$ cat config.mk
export PLATFORM = sky130hd
export DESIGN_NAME = rtc_init_top
export DESIGN_NICKNAME = d
export VERILOG_FILES = /design/src/hw/rtc_init_pkg.sv /design/src/hw/axi_write_master.sv /design/src/hw/rtc_init_program.sv /design/src/hw/rtc_init_sequencer.sv /design/src/hw/rtc_init_top.sv
export SDC_FILE = /design/constraint.sdc
export NUM_CORES = 1
export LEC_CHECK = 0
export ABC_AREA = 0
export CAP_MARGIN = 20
export CORE_MARGIN = 8
export CORE_UTILIZATION = 59
export CTS_BUF_LIST = sky130_fd_sc_hd__clkbuf_4 sky130_fd_sc_hd__clkbuf_8
export DETAILED_ROUTE_END_ITERATION = 10
export DONT_BUFFER_PORTS = 1
export PLACE_DENSITY = 0.83
export SYNTH_ARGS = -nofsm -noshare
export SYNTH_HDL_FRONTEND = slang
export SYNTH_SLANG_ARGS = --single-unit
$ cat constraint.sdc
create_clock -name s_axi_aclk -period 1.6 [get_ports s_axi_aclk]
set_input_delay 0.32 -clock s_axi_aclk [delete_from_list [all_inputs] [get_ports s_axi_aclk]]
set_output_delay 0.32 -clock s_axi_aclk [all_outputs]
set_load 0.02 [all_outputs]
$ cat src/hw/rtc_init_pkg.sv
`default_nettype none

package rtc_init_pkg;

    // ------------------------------------------------------------------------
    // bus geometry
    // ------------------------------------------------------------------------

    localparam int axi_addr_w = 32;
    localparam int axi_data_w = 32;

    // ------------------------------------------------------------------------
    // rtc register map, only the registers touched by the init program
    // ------------------------------------------------------------------------

    // control / command register
    localparam logic [axi_addr_w-1:0] rtc_ctrl_addr     = 32'h0000_0000;
    // clock period, integer ns in the high word
    localparam logic [axi_addr_w-1:0] rtc_period_h_addr = 32'h0000_0020;
    // fractional ns in the low word
    localparam logic [axi_addr_w-1:0] rtc_period_l_addr = 32'h0000_0024;

    // 16 ns reference clock
    localparam logic [axi_data_w-1:0] rtc_period_h_val  = 32'h0000_0010;
    // no fractional part
    localparam logic [axi_data_w-1:0] rtc_period_l_val  = 32'h0000_0000;

    // command codes written to the control register
    typedef enum logic [axi_data_w-1:0] {
        clear      = 32'h0000_0000,
        set_period = 32'h0000_0004,
        set_reset  = 32'h0000_0010
    } rtc_ctrl_op_e;

    // ------------------------------------------------------------------------
    // sequencing
    // ------------------------------------------------------------------------

    // idle cycles after reset release before the first write
    localparam int powerup_delay = 200;
    // rtc needs time to come out of its own reset
    localparam int settle_cycles = 16;
    // writes in the init program
    localparam int init_steps    = 6;

    // counter widths, sized to hold the terminal values
    localparam int powerup_cnt_w = $clog2(powerup_delay + 1);
    localparam int settle_cnt_w  = $clog2(settle_cycles + 1);

    // program step index
    typedef logic [2:0] step_idx_t;

    // sequencer states
    typedef enum logic [2:0] {
        seq_powerup,
        seq_issue,
        seq_busy,
        seq_settle,
        seq_finish
    } seq_state_e;

endpackage

`default_nettype wire

$ cat src/hw/axi_write_master.sv
`timescale 1ns/10ps
`default_nettype none

module axi_write_master
    import rtc_init_pkg::*;
(
    input  wire                      s_axi_aclk,
    input  wire                      s_axi_reset,

    // request side
    input  wire                      write_start,
    input  wire  [axi_addr_w-1:0]    wr_addr,
    input  wire  [axi_data_w-1:0]    wr_data,
    output logic                     write_done,

    // write address channel
    output logic [axi_addr_w-1:0]    s_axi_awaddr,
    output logic                     s_axi_awvalid,
    input  wire                      s_axi_awready,

    // write data channel
    output logic [axi_data_w-1:0]    s_axi_wdata,
    output logic                     s_axi_wvalid,
    input  wire                      s_axi_wready,

    // write response channel
    input  wire                      s_axi_bvalid,
    output logic                     s_axi_bready
);

    // sticky per-channel completion
    logic aw_done;
    logic w_done;
    logic b_done;

    // transfers in this cycle
    logic aw_hs;
    logic w_hs;
    logic b_hs;
    logic all_done;

    assign aw_hs = s_axi_awvalid & s_axi_awready;
    assign w_hs  = s_axi_wvalid & s_axi_wready;
    assign b_hs  = s_axi_bready & s_axi_bvalid;

    // last outstanding channel completes now or already has
    assign all_done = (aw_done | aw_hs) & (w_done | w_hs) & (b_done | b_hs);

    // ------------------------------------------------------------------------
    // payload, captured once per write and held until the transfer
    // ------------------------------------------------------------------------

    always_ff @(posedge s_axi_aclk) begin
        if (write_start) begin
            s_axi_awaddr <= wr_addr;
            s_axi_wdata  <= wr_data;
        end
    end

    // ------------------------------------------------------------------------
    // channel handshakes
    // ------------------------------------------------------------------------

    always_ff @(posedge s_axi_aclk) begin
        if (s_axi_reset) begin
            s_axi_awvalid <= 1'b0;
            s_axi_wvalid  <= 1'b0;
            s_axi_bready  <= 1'b0;
            aw_done       <= 1'b0;
            w_done        <= 1'b0;
            b_done        <= 1'b0;
            write_done    <= 1'b0;
        end else begin
            write_done <= 1'b0;

            // all three channels open together
            if (write_start) begin
                s_axi_awvalid <= 1'b1;
                s_axi_wvalid  <= 1'b1;
                s_axi_bready  <= 1'b1;
            end

            // each channel drops out on its own transfer
            if (aw_hs) begin
                s_axi_awvalid <= 1'b0;
            end
            if (w_hs) begin
                s_axi_wvalid <= 1'b0;
            end
            if (b_hs) begin
                s_axi_bready <= 1'b0;
            end

            if (all_done) begin
                // whole write finished, rearm for the next one
                write_done <= 1'b1;
                aw_done    <= 1'b0;
                w_done     <= 1'b0;
                b_done     <= 1'b0;
            end else begin
                aw_done <= aw_done | aw_hs;
                w_done  <= w_done | w_hs;
                b_done  <= b_done | b_hs;
            end
        end
    end

endmodule

`default_nettype wire

$ cat src/hw/rtc_init_program.sv
`timescale 1ns/10ps
`default_nettype none

module rtc_init_program
    import rtc_init_pkg::*;
(
    input  wire step_idx_t               step,
    output logic      [axi_addr_w-1:0]   wr_addr,
    output logic      [axi_data_w-1:0]   wr_data,
    output logic                         step_settle,
    output logic                         step_last
);

    // ------------------------------------------------------------------------
    // rtc bring-up program
    // ------------------------------------------------------------------------

    always_comb begin
        // most steps write control with no settle
        wr_addr     = rtc_ctrl_addr;
        wr_data     = clear;
        step_settle = 1'b0;
        case (step)
            // start from a known control value
            3'd0: begin
                wr_addr = rtc_ctrl_addr;
                wr_data = clear;
            end
            // reset command, rtc needs a few cycles afterwards
            3'd1: begin
                wr_addr     = rtc_ctrl_addr;
                wr_data     = set_reset;
                step_settle = 1'b1;
            end
            // period staged in the two holding words
            3'd2: begin
                wr_addr = rtc_period_h_addr;
                wr_data = rtc_period_h_val;
            end
            3'd3: begin
                wr_addr = rtc_period_l_addr;
                wr_data = rtc_period_l_val;
            end
            // command edges are seen on a change, so clear first
            3'd4: begin
                wr_addr = rtc_ctrl_addr;
                wr_data = clear;
            end
            // commit the staged period
            3'd5: begin
                wr_addr = rtc_ctrl_addr;
                wr_data = set_period;
            end
            default: begin
                wr_addr = rtc_ctrl_addr;
                wr_data = clear;
            end
        endcase
    end

    // final write of the table
    assign step_last = (step == step_idx_t'(init_steps - 1));

endmodule

`default_nettype wire

$ cat src/hw/rtc_init_sequencer.sv
`timescale 1ns/10ps
`default_nettype none

module rtc_init_sequencer
    import rtc_init_pkg::*;
(
    input  wire              s_axi_aclk,
    input  wire              s_axi_reset,

    // write master handshake
    output logic             write_start,
    input  wire              write_done,

    // program lookup
    output step_idx_t        step,
    input  wire              step_settle,
    input  wire              step_last,

    output logic             rtc_init_done
);

    seq_state_e                state;
    logic [powerup_cnt_w-1:0]  powerup_cnt;
    logic [settle_cnt_w-1:0]   settle_cnt;

    // terminal counts
    logic powerup_end;
    logic settle_end;

    assign powerup_end = (powerup_cnt == powerup_cnt_w'(powerup_delay - 1));
    assign settle_end  = (settle_cnt == settle_cnt_w'(settle_cycles - 1));

    // ------------------------------------------------------------------------
    // wait counters
    // ------------------------------------------------------------------------

    always_ff @(posedge s_axi_aclk) begin
        if (s_axi_reset) begin
            powerup_cnt <= '0;
        end else if (state == seq_powerup && !powerup_end) begin
            powerup_cnt <= powerup_cnt + 1'b1;
        end
    end

    // restarts on every entry to settle
    always_ff @(posedge s_axi_aclk) begin
        if (s_axi_reset) begin
            settle_cnt <= '0;
        end else if (state == seq_settle) begin
            settle_cnt <= settle_cnt + 1'b1;
        end else begin
            settle_cnt <= '0;
        end
    end

    // ------------------------------------------------------------------------
    // control FSM
    // ------------------------------------------------------------------------

    always_ff @(posedge s_axi_aclk) begin
        if (s_axi_reset) begin
            state         <= seq_powerup;
            step          <= '0;
            write_start   <= 1'b0;
            rtc_init_done <= 1'b0;
        end else begin
            // strobe only
            write_start <= 1'b0;

            case (state)
                // let the rtc and the bus come up
                seq_powerup: begin
                    if (powerup_end) begin
                        state <= seq_issue;
                    end
                end

                // kick one write, step stays put until it completes
                seq_issue: begin
                    write_start <= 1'b1;
                    state       <= seq_busy;
                end

                seq_busy: begin
                    if (write_done) begin
                        if (step_last) begin
                            // program complete
                            rtc_init_done <= 1'b1;
                            state         <= seq_finish;
                        end else if (step_settle) begin
                            state <= seq_settle;
                        end else begin
                            step  <= step + 1'b1;
                            state <= seq_issue;
                        end
                    end
                end

                // quiet gap after the rtc reset command
                seq_settle: begin
                    if (settle_end) begin
                        step  <= step + 1'b1;
                        state <= seq_issue;
                    end
                end

                // parked, no more bus traffic
                seq_finish: begin
                    state <= seq_finish;
                end

                default: begin
                    state <= seq_powerup;
                end
            endcase
        end
    end

endmodule

`default_nettype wire

$ cat src/hw/rtc_init_top.sv
`timescale 1ns/10ps
`default_nettype none

module rtc_init_top
    import rtc_init_pkg::*;
(
    input  wire                      s_axi_aclk,
    input  wire                      s_axi_reset,

    output logic [axi_addr_w-1:0]    s_axi_awaddr,
    output logic                     s_axi_awvalid,
    input  wire                      s_axi_awready,

    output logic [axi_data_w-1:0]    s_axi_wdata,
    output logic                     s_axi_wvalid,
    input  wire                      s_axi_wready,

    input  wire                      s_axi_bvalid,
    output logic                     s_axi_bready,

    output logic                     rtc_init_done
);

    // sequencer to master
    logic                    write_start;
    logic                    write_done;

    // sequencer to program
    step_idx_t               step;
    logic [axi_addr_w-1:0]   wr_addr;
    logic [axi_data_w-1:0]   wr_data;
    logic                    step_settle;
    logic                    step_last;

    rtc_init_sequencer rtc_init_sequencer_i (
        .s_axi_aclk    (s_axi_aclk),
        .s_axi_reset   (s_axi_reset),
        .write_start   (write_start),
        .write_done    (write_done),
        .step          (step),
        .step_settle   (step_settle),
        .step_last     (step_last),
        .rtc_init_done (rtc_init_done)
    );

    rtc_init_program rtc_init_program_i (
        .step        (step),
        .wr_addr     (wr_addr),
        .wr_data     (wr_data),
        .step_settle (step_settle),
        .step_last   (step_last)
    );

    axi_write_master axi_write_master_i (
        .s_axi_aclk    (s_axi_aclk),
        .s_axi_reset   (s_axi_reset),
        .write_start   (write_start),
        .wr_addr       (wr_addr),
        .wr_data       (wr_data),
        .write_done    (write_done),
        .s_axi_awaddr  (s_axi_awaddr),
        .s_axi_awvalid (s_axi_awvalid),
        .s_axi_awready (s_axi_awready),
        .s_axi_wdata   (s_axi_wdata),
        .s_axi_wvalid  (s_axi_wvalid),
        .s_axi_wready  (s_axi_wready),
        .s_axi_bvalid  (s_axi_bvalid),
        .s_axi_bready  (s_axi_bready)
    );

endmodule

`default_nettype wire

# Word level (Yosys, flattened, before mapping)
# Cells that the tools add are included.
[totals] ff_bits=92 input_bits=5 out_inout_bits=68 word_cells=71
[op_classes] addsub=3 n_eq_ne=15 n_mux=16 bitwise_logic=9 reduce_logical=13
[op_table] cell="$mux 3" n=8
[op_table] cell="$pmux 3 s5" n=1
[op_table] cell="$eq 3x2->1 const B" n=4
[op_table] cell="$pmux 6 s2" n=1
[op_table] cell="$reduce_or 2->1" n=6
[op_table] cell="$pmux 5 s2" n=1
[op_table] cell="$add 8x1->8 const B" n=1
[op_table] cell="$eq 8x8->1 const B" n=1
[op_table] cell="$eq 3x1->1 const B" n=2
[op_table] cell="$eq 3x3->1 const B" n=2
[op_table] cell="$ne 2x1->1 const B" n=3
[op_table] cell="$pmux 3 s2" n=1
[op_table] cell="$reduce_and 3->1" n=2
[op_table] cell="$add 5x1->5 const B" n=1
[op_table] cell="$and 1x1->1" n=5
[op_table] cell="$eq 5x4->1 const B" n=1
[op_table] cell="$reduce_and 5->1" n=1
[op_table] cell="$ne 2x2->1 const B" n=2
[op_table] cell="$add 3x1->3 const B" n=1
[op_table] cell="$logic_not 3->1" n=1
[op_table] cell="$mux 1" n=3
[op_table] cell="$or 1x1->1" n=3
[op_table] cell="$mux 2" n=1
[op_table] cell="$reduce_bool 2->1" n=1
[op_table] cell="other kinds (3)" n=3

# Longest topological paths before layout
# Gate-level depths: netlist of run 1.
[depth] depth_word=6 ltp_mapped=6 ltp_nobuf=6

# By module
# From an unflattened synthesis of run 1, not the netlist that was laid out.
[hier_totals] hier_cells=266 hier_area_um2=3681.0
[modules_own_cells] mod="axi_write_master" n_inst=1 cells_each=87 area_per_inst_um2=2168.3 seq_area_each_um2=2062.0
[modules_own_cells] mod="rtc_init_sequencer" n_inst=1 cells_each=111 area_per_inst_um2=1001.0 seq_area_each_um2=420.4
[modules_own_cells] mod="rtc_init_program" n_inst=1 cells_each=68 area_per_inst_um2=511.7 seq_area_each_um2=0.0

# Least setup slack after synthesis of run 1
# OpenSTA, ideal clock, no wires.
[synth_path] path_kind="flip-flop to flip-flop" start="reg rtc_init_sequencer_i.step[1]" end="reg rtc_init_sequencer_i.step[0]" setup_ps=121 arrival_ps=1574 required_ps=1479 path_slack_ps=-95 stages_incl_launch_ff=6 path_buffers=0 synth_period_minus_slack_ps=1695 path_cell_list="dfxtp_1 inv_1 ha_1 or3b_2 a21boi_2 mux2_2"
[synth_via] elab_chain_len=4 elab_cells_between_ends=6 classes_between="eq/ne: 4; mux: 1; reduce/logical: 1"
[synth_rtl] item="start: declaration" line_no="rtc_init_sequencer.sv:15" rtl="output step_idx_t step,"
[synth_rtl] item="start signal: assignment" line_no="rtc_init_sequencer.sv:93" rtl="step <= step + 1'b1;"
[synth_rtl] item="start signal: assignment" line_no="rtc_init_sequencer.sv:102" rtl="step <= step + 1'b1;"
[synth_rtl] item="$eq 3x1->1" line_no="rtc_init_program.sv:23" rtl="case (step)"
[synth_rtl] item="$mux 1" line_no="rtc_init_program.sv:23"
[synth_rtl] item="$ne 2x2->1 (no line)"
[synth_rtl] item="$reduce_and 5->1 (no line) *"
# Every way passes the cells marked *; elsewhere a longest branch is shown, timed or not.
# A chain may end at the register's enable or synchronous reset.

# Worst setup path after layout of run 1
# Same ends and word-level chain as after synthesis.

==> results of run 1 <==
-- power groups by stage --
stage	logic, mW	clock network [mW]	registers [mW]
floorplan	0.263	0	0.840
global placement	0.156	0	0.839
detailed placement	0.158	0	0.839
CTS	0.158	0.698	0.821
global route	0.179	0.732	0.823
finish	0.165	0.681	0.821
-- registers in the layout (all words and copies together), names as in the netlist --
| signal | flops |
|---|---|
| axi_write_master_i.aw_done | 1 |
| axi_write_master_i.b_done | 1 |
| axi_write_master_i.s_axi_awaddr | 2 |
| axi_write_master_i.s_axi_awvalid | 1 |
| axi_write_master_i.s_axi_bready | 1 |
| axi_write_master_i.s_axi_wdata | 2 |
| axi_write_master_i.s_axi_wvalid | 1 |
| axi_write_master_i.w_done | 1 |
| axi_write_master_i.write_done | 1 |
| rtc_init_sequencer_i.powerup_cnt | 8 |
| rtc_init_sequencer_i.rtc_init_done | 1 |
| rtc_init_sequencer_i.settle_cnt | 5 |
| rtc_init_sequencer_i.state | 3 |
| rtc_init_sequencer_i.step | 3 |
| rtc_init_sequencer_i.write_start | 1 |
-- critical path: cells and delay by family, from the launching register on --
kind	cells	cell delay, ps
buffers and inverters	1	40
AOI/OAI and AO/OA	1	210
muxes	1	320
adders and majority gates	1	170
and+or+nand+nor	1	380
DFF	1	340
-- kinds of logic (layout without fill, tap and decap cells) --
| family | after synthesis | in the layout | share of synthesized area, % |
|---|---|---|---|
| and+or+nand+nor | 64 | 64 | 17.5 |
| adders and majority gates | 7 | 7 | 4.59 |
| other | 1 | 60 | 0.197 |
| buffers and inverters | 73 | 28 | 27.0 |
| muxes | 6 | 6 | 3.48 |
| AOI/OAI and AO/OA | 28 | 28 | 10.6 |
| xor gates and xnor gates | 2 | 2 | 0.918 |
| DFF | 32 | 32 | 35.7 |
-- placed cells by master, fill, tap and decap left out, drive strengths merged, types with 2 or more instances in the layout --
cell type / instances
clkbuf: 7
nor2: 25
a21oi: 9
or4: 2
ha: 7
nor4: 2
buf: 14
a31oi: 2
nor3: 3
or3: 2
conb: 60
nor2b: 3
nand2: 7
dfxtp: 28
o31ai: 4
nand2b: 2
mux2: 5
nand3: 5
inv: 6
a211oi: 6
edfxtp: 4
and3: 4
-- metrics by stage --
stage	power (mW)	util, %	setup TNS (ps)	setup WS (ps)	std cells
2_1_floorplan	1.10	-	0	44.1	272
3_3_place_gp	0.995	58.7	0	31.0	261
3_5_place_dp	0.997	58.7	-80.1	-30.6	261
4_1_cts	1.68	62.1	0	6.09	270
5_1_grt	1.73	63.8	-0.391	-0.391	271
6_report	1.67	63.8	0	38.4	271
-- final timing paths --
check        slack, ps                                  end                          startpoint  cells past startpoint
max                 40         rtc_init_sequencer_i.step[0]        rtc_init_sequencer_i.step[1]                      5
min                 40  rtc_init_sequencer_i.powerup_cnt[4]                         s_axi_reset                      1
max reg2reg         40         rtc_init_sequencer_i.step[0]        rtc_init_sequencer_i.step[1]                      5
min reg2reg        510   rtc_init_sequencer_i.settle_cnt[0]  rtc_init_sequencer_i.settle_cnt[0]                      2
-- repair_timing --
item                                    in CTS  in global routing
endpoints found under the setup margin       4                  7
buffers inserted                             1                  1
gates resized for setup                      2                 14
pin swaps                                    1                  4
-- routing by layer --
metal	GRT usage, %	up-vias	wire (um)
met1	14.7	580	1460
li1	-	632	-
met2	21.7	54	1660
met5	0	-	0
met4	4.67	0	25
met3	3.98	4	245
-- final cells by class --
| cell class | instances | share of cell area (%) |
|---|---|---|
| Multi-Input combinational cell | 167 | 50.9 |
| Inverter | 6 | 1.15 |
| Clock buffer | 7 | 3.31 |
| Tap cell | 44 | 2.80 |
| Timing Repair Buffer | 14 | 5.35 |
| Clock inverter | 1 | 1.53 |
| Sequential cell | 32 | 35.0 |
==> impl_metrics.toml, run 1 <==
[timing]
final.min_clock_period_ps = 1560
clock_skew_ps = 9.34
period_share_pct = 97.6
report.final.slew_viol_count = 0
setup_viol = 0
hold_ws_ps = 41.4
hold_viol = 0
fmax_mhz = 640

[pwr]
combPwrFrac_pct = 9.9
power_density_mw_per_mm2 = 848
vdd_drop_max_mv = 0.539
switching_share_pct = 24.9
intPower_mw = 1.25
pwr-share-clk_pct = 40.8
power_leakage_nw = 0.870
pwr-share-seq_pct = 49.3
power_switching_uw = 416

[synthesis]
yosysMostFrequentCell = "buf_4"
synth_area_leaders = "dfxtp_1 (29%), buf_4 (24%), edfxtp_1 (6.3%), nor2_1 (4.9%), ha_1 (4.6%)"
syn-mean-instance-area_sq_um = 8.96
synthArstFlopShare_pct = 0
yosysWarnings = 0
synth_common_cells = "buf_4 (60), dfxtp_1 (28), nor2_1 (25), a21oi_1 (9)"
ys.flop_type = "dfxtp_1"
synth_edf_count = 4
synthCells = 213
synth_top_cell_by_area = "dfxtp_1"
yosys_register_bits = 32
synth_top_cell_area_share_pct = 29.4
yosysSeqAreaShare_pct = 35.7
syn-cell-area_sq_mm = 0.00191
synthDistinctLibCells = 45

[detailed_routing]
dr.pass1.iters = 4
num_vias = 1270
drc_errors = 0
via_per_inst = 4.69
ant_nets = 0
routedWlPerCell_um = 12.5
drt_first_iter_violations = 35
routed_wl_um = 3390

[global_route]
grt_first_pass_wirelength_um = 5490
grt_pass1_vias = 1246
antenna_found_initial = 0
track_usage_pct = 12.8
overflow = 0
grt_max_degree = 28

[clock_tree]
cts_buffers = 5
cts_root_buffer = "clkbuf_4"
cts_max_level = 2
clkLatencyLatePin_ps = 320
cts_hold_buffers = 0
clk_pin_slew_ps = 100
clock-sinks = 32
cts_tree = "built"
cts_buffer_depth = 2

[placed_design]
dpl.hpwl_um = 2530
gp_congestion = 0.782
place_area_sq_mm = 0.00181
portBuffers = 0

[layout]
n_antenna_cell = 0
drive_gt1_share_pct = 20.3
final_area_sq_mm = 0.00196
multi_input_area_sq_um = 1000
nets = 238
area_growth_pct = 2.95
seq_area_sq_um = 687
fillers = 265

[setup_path]
max_stage_delay_ps = 380
path_class = "register to register"
cp_slowest_cell = "or3b_4"
cp_cell_sequence = "inv_2, ha_2, or3b_4, a21boi_4, mux2_4"
startpoint_type = "register"
cp.required_ps = 1810
cp.arrival_ps = 1780
cp_max_fo = 3
endpoint_kind = "register"

[flow_run]
maxCapViolations = 0

[die]
rows = 20
die_x_um = 72.9
core_sq_mm = 0.00308
fp.dieH_um = 72.9
die_area_sq_mm = 0.00531
io-pin-count = 73
start_util_pct = 62.0

[status]
status = "complete, no violations"

[hold_path]
hold_class = "primary input to register"
Power figures use the tool's default switching activity.
==> run 2, diff against run 1 <==
- CORE_UTILIZATION: 59 -> 56
- CTS_BUF_LIST: sky130_fd_sc_hd__clkbuf_4 sky130_fd_sc_hd__clkbuf_8 -> default
- PLACE_DENSITY: 0.83 -> 0.79
==> run 2 against run 1 <==
  * Count of clock-buffer cells in the layout down 1
  * Clock skew up 7.4 ps
  * Combinational power is essentially flat
  * Largest power group unchanged
  * Highest routed layer unchanged
==> impl_metrics.toml, run 2 (synthesis results as in run 1) <==
[layout]
top_register = "rtc_init_sequencer_i.powerup_cnt"
nets = 238
final_common_cell = "conb_1"
layout_common_cells = "conb_1 (60), nor2_1 (25), dfxtp_1 (24)"
fillers = 309
final_area_sq_mm = 0.00190
reg_top3 = "rtc_init_sequencer_i.powerup_cnt x8, rtc_init_sequencer_i.settle_cnt x5"
area_growth_pct = -0.525
layout.cells.non_filler = 273
largest_reg_flops = 8
fin_util_pct = 57.3
drive_gt1_share_pct = 16.7
n_antenna_cell = 0

[clock_tree]
clock-sinks = 32
cts_root_buffer = "clkbuf_4"
cts_max_level = 2
clkLatencyLatePin_ps = 340
cts_buffer_depth = 2
cts_buffers = 5
clk_pin_slew_ps = 110
cts_tree = "built"

[status]
status = "complete, no violations"

[detailed_routing]
drc_errors = 0
wl_met1_um = 1410
via_per_inst = 4.71
dr.pass1.iters = 4
drt_first_iter_violations = 27
wl_met3_um = 315
top_layer_used = "met4"
ant_nets = 0
routed_wl_um = 3260
num_vias = 1285
wl_met2_um = 1480
routedWlPerCell_um = 11.9

[die]
die_area_sq_mm = 0.00553
die_x_um = 74.4
start_util_pct = 57.6
io-pin-count = 73
core_sq_mm = 0.00331
fp.dieH_um = 74.4
rows = 21

[timing]
final.min_clock_period_ps = 1560
setup_viol = 0
hold_viol = 0
hold_ws_ps = 28.6
fin_ws_ps = 37.2
report.final.slew_viol_count = 0
clock_skew_ps = 16.7
period_share_pct = 97.7
rsz0062_at_grt = "true"
fmax_mhz = 640

[pwr]
power_density_mw_per_mm2 = 751
vdd_drop_max_mv = 0.551
power_leakage_nw = 0.832

[hold_path]
hold_class = "primary input to register"
worstHoldEndpoint = "rtc_init_sequencer_i.powerup_cnt[6]"
min_path_cells = 1
hold_start = "s_axi_reset"

[setup_path]
r2r_start = "rtc_init_sequencer_i.step[1]"
startpoint_type = "register"
r2r_end = "rtc_init_sequencer_i.step[0]"
max_stage_delay_ps = 380
cp.required_ps = 1820
cp.arrival_ps = 1790
cp_cell_sequence = "inv_2, ha_4, or3b_4, a21boi_4, mux2_4"
rr_worst_depth = 5
cp_slowest_cell = "or3b_4"
endpoint_kind = "register"
cp_max_fo = 3
startpoint = "rtc_init_sequencer_i.step[1]"
path_class = "register to register"
ff2ff_setup_slack_ps = 40

[placed_design]
portBuffers = 0
pre_cts_slack_ps = -21.6
gp_congestion = 0.844
place_area_sq_mm = 0.00181
dpl.hpwl_um = 2510
dp.cells = 263

[global_route]
antenna_found_initial = 0
grt_pass1_vias = 1147
track_usage_pct = 11.7
overflow = 0
grt_max_degree = 28
grt_first_pass_wirelength_um = 4950

[flow_run]
maxCapViolations = 0
[run 2: changes by cell type in the layout (fill, tap and decap cells not counted), sizes merged]
| cell | previous run | this run |
|---|---|---|
| bufinv | 1 | 0 |
| clkbuf | 7 | 6 |
| clkinv | 0 | 1 |
| clkinvlp | 0 | 1 |
[run 2: critical path, delay by kind of cell, from the launching register on]
family                   cells  cell delay, ps
AO/OA/AOI/OAI                1             200
adder cells (fa/ha/maj)      1             150
buffers and inverters        1              50
flip-flops                   1             350
multiplexers                 1             320
AND/OR/NAND/NOR              1             380
[run 2: layout make-up]
| class | instances | area [sq um] | share of cell area, % |
|---|---|---|---|
| clock buffers | 6 | 41.3 | 2.18 |
| clock inverters | 2 | 11.3 | 0.593 |
| inverters | 6 | 22.5 | 1.19 |
| multi-input cells | 167 | 975 | 51.4 |
| flip-flops and latches | 32 | 686 | 36.1 |
| well taps | 46 | 57.6 | 3.03 |
| repair buffers | 14 | 105 | 5.54 |
[run 2: per-stage QoR]
step	power, mW	setup TNS (ps)
floorplan	1.10	0
global placement	0.996	0
detailed placement	0.998	-63.6
CTS	1.44	-4.79
global route	1.50	-33.1
finish	1.43	0
[run 2: worst max-delay path by stage]
stage / end / depth (start not counted) / slack, ps
2_1_floorplan: rtc_init_sequencer_i.step[0] / 5 / 40
3_3_place_gp: rtc_init_sequencer_i.step[0] / 5 / 30
5_1_grt: rtc_init_sequencer_i.step[0] / 5 / -20
4_1_cts: rtc_init_sequencer_i.step[0] / 5 / -3
3_5_place_dp: rtc_init_sequencer_i.state[2] / 6 / -20
6_report: rtc_init_sequencer_i.step[0] / 5 / 40
[run 2: per-layer routing]
metal	global-route usage (%)	vias up
met2	17.5	65
li1	-	626
met3	4.85	6
met5	0	-
met1	13.7	588
met4	6.52	0
[run 2: what timing repair did]
action,4_1_cts,5_1_grt
hold buffers,0,0
endpoints found under the setup margin,5,6
buffers inserted,2,0
pin swaps,3,4
resized for setup,6,2
[run 2: power breakdown]
| part | total [mW] | internal (mW) | switching [mW] | leakage (nW) |
|---|---|---|---|---|
| logic | 0.164 | 0.0196 | 0.144 | 0.544 |
| clock network | 0.440 | 0.167 | 0.273 | 0.0259 |
| registers | 0.822 | 0.816 | 0.00554 | 0.262 |
| total | 1.43 | 1.00 | 0.423 | 0.832 |
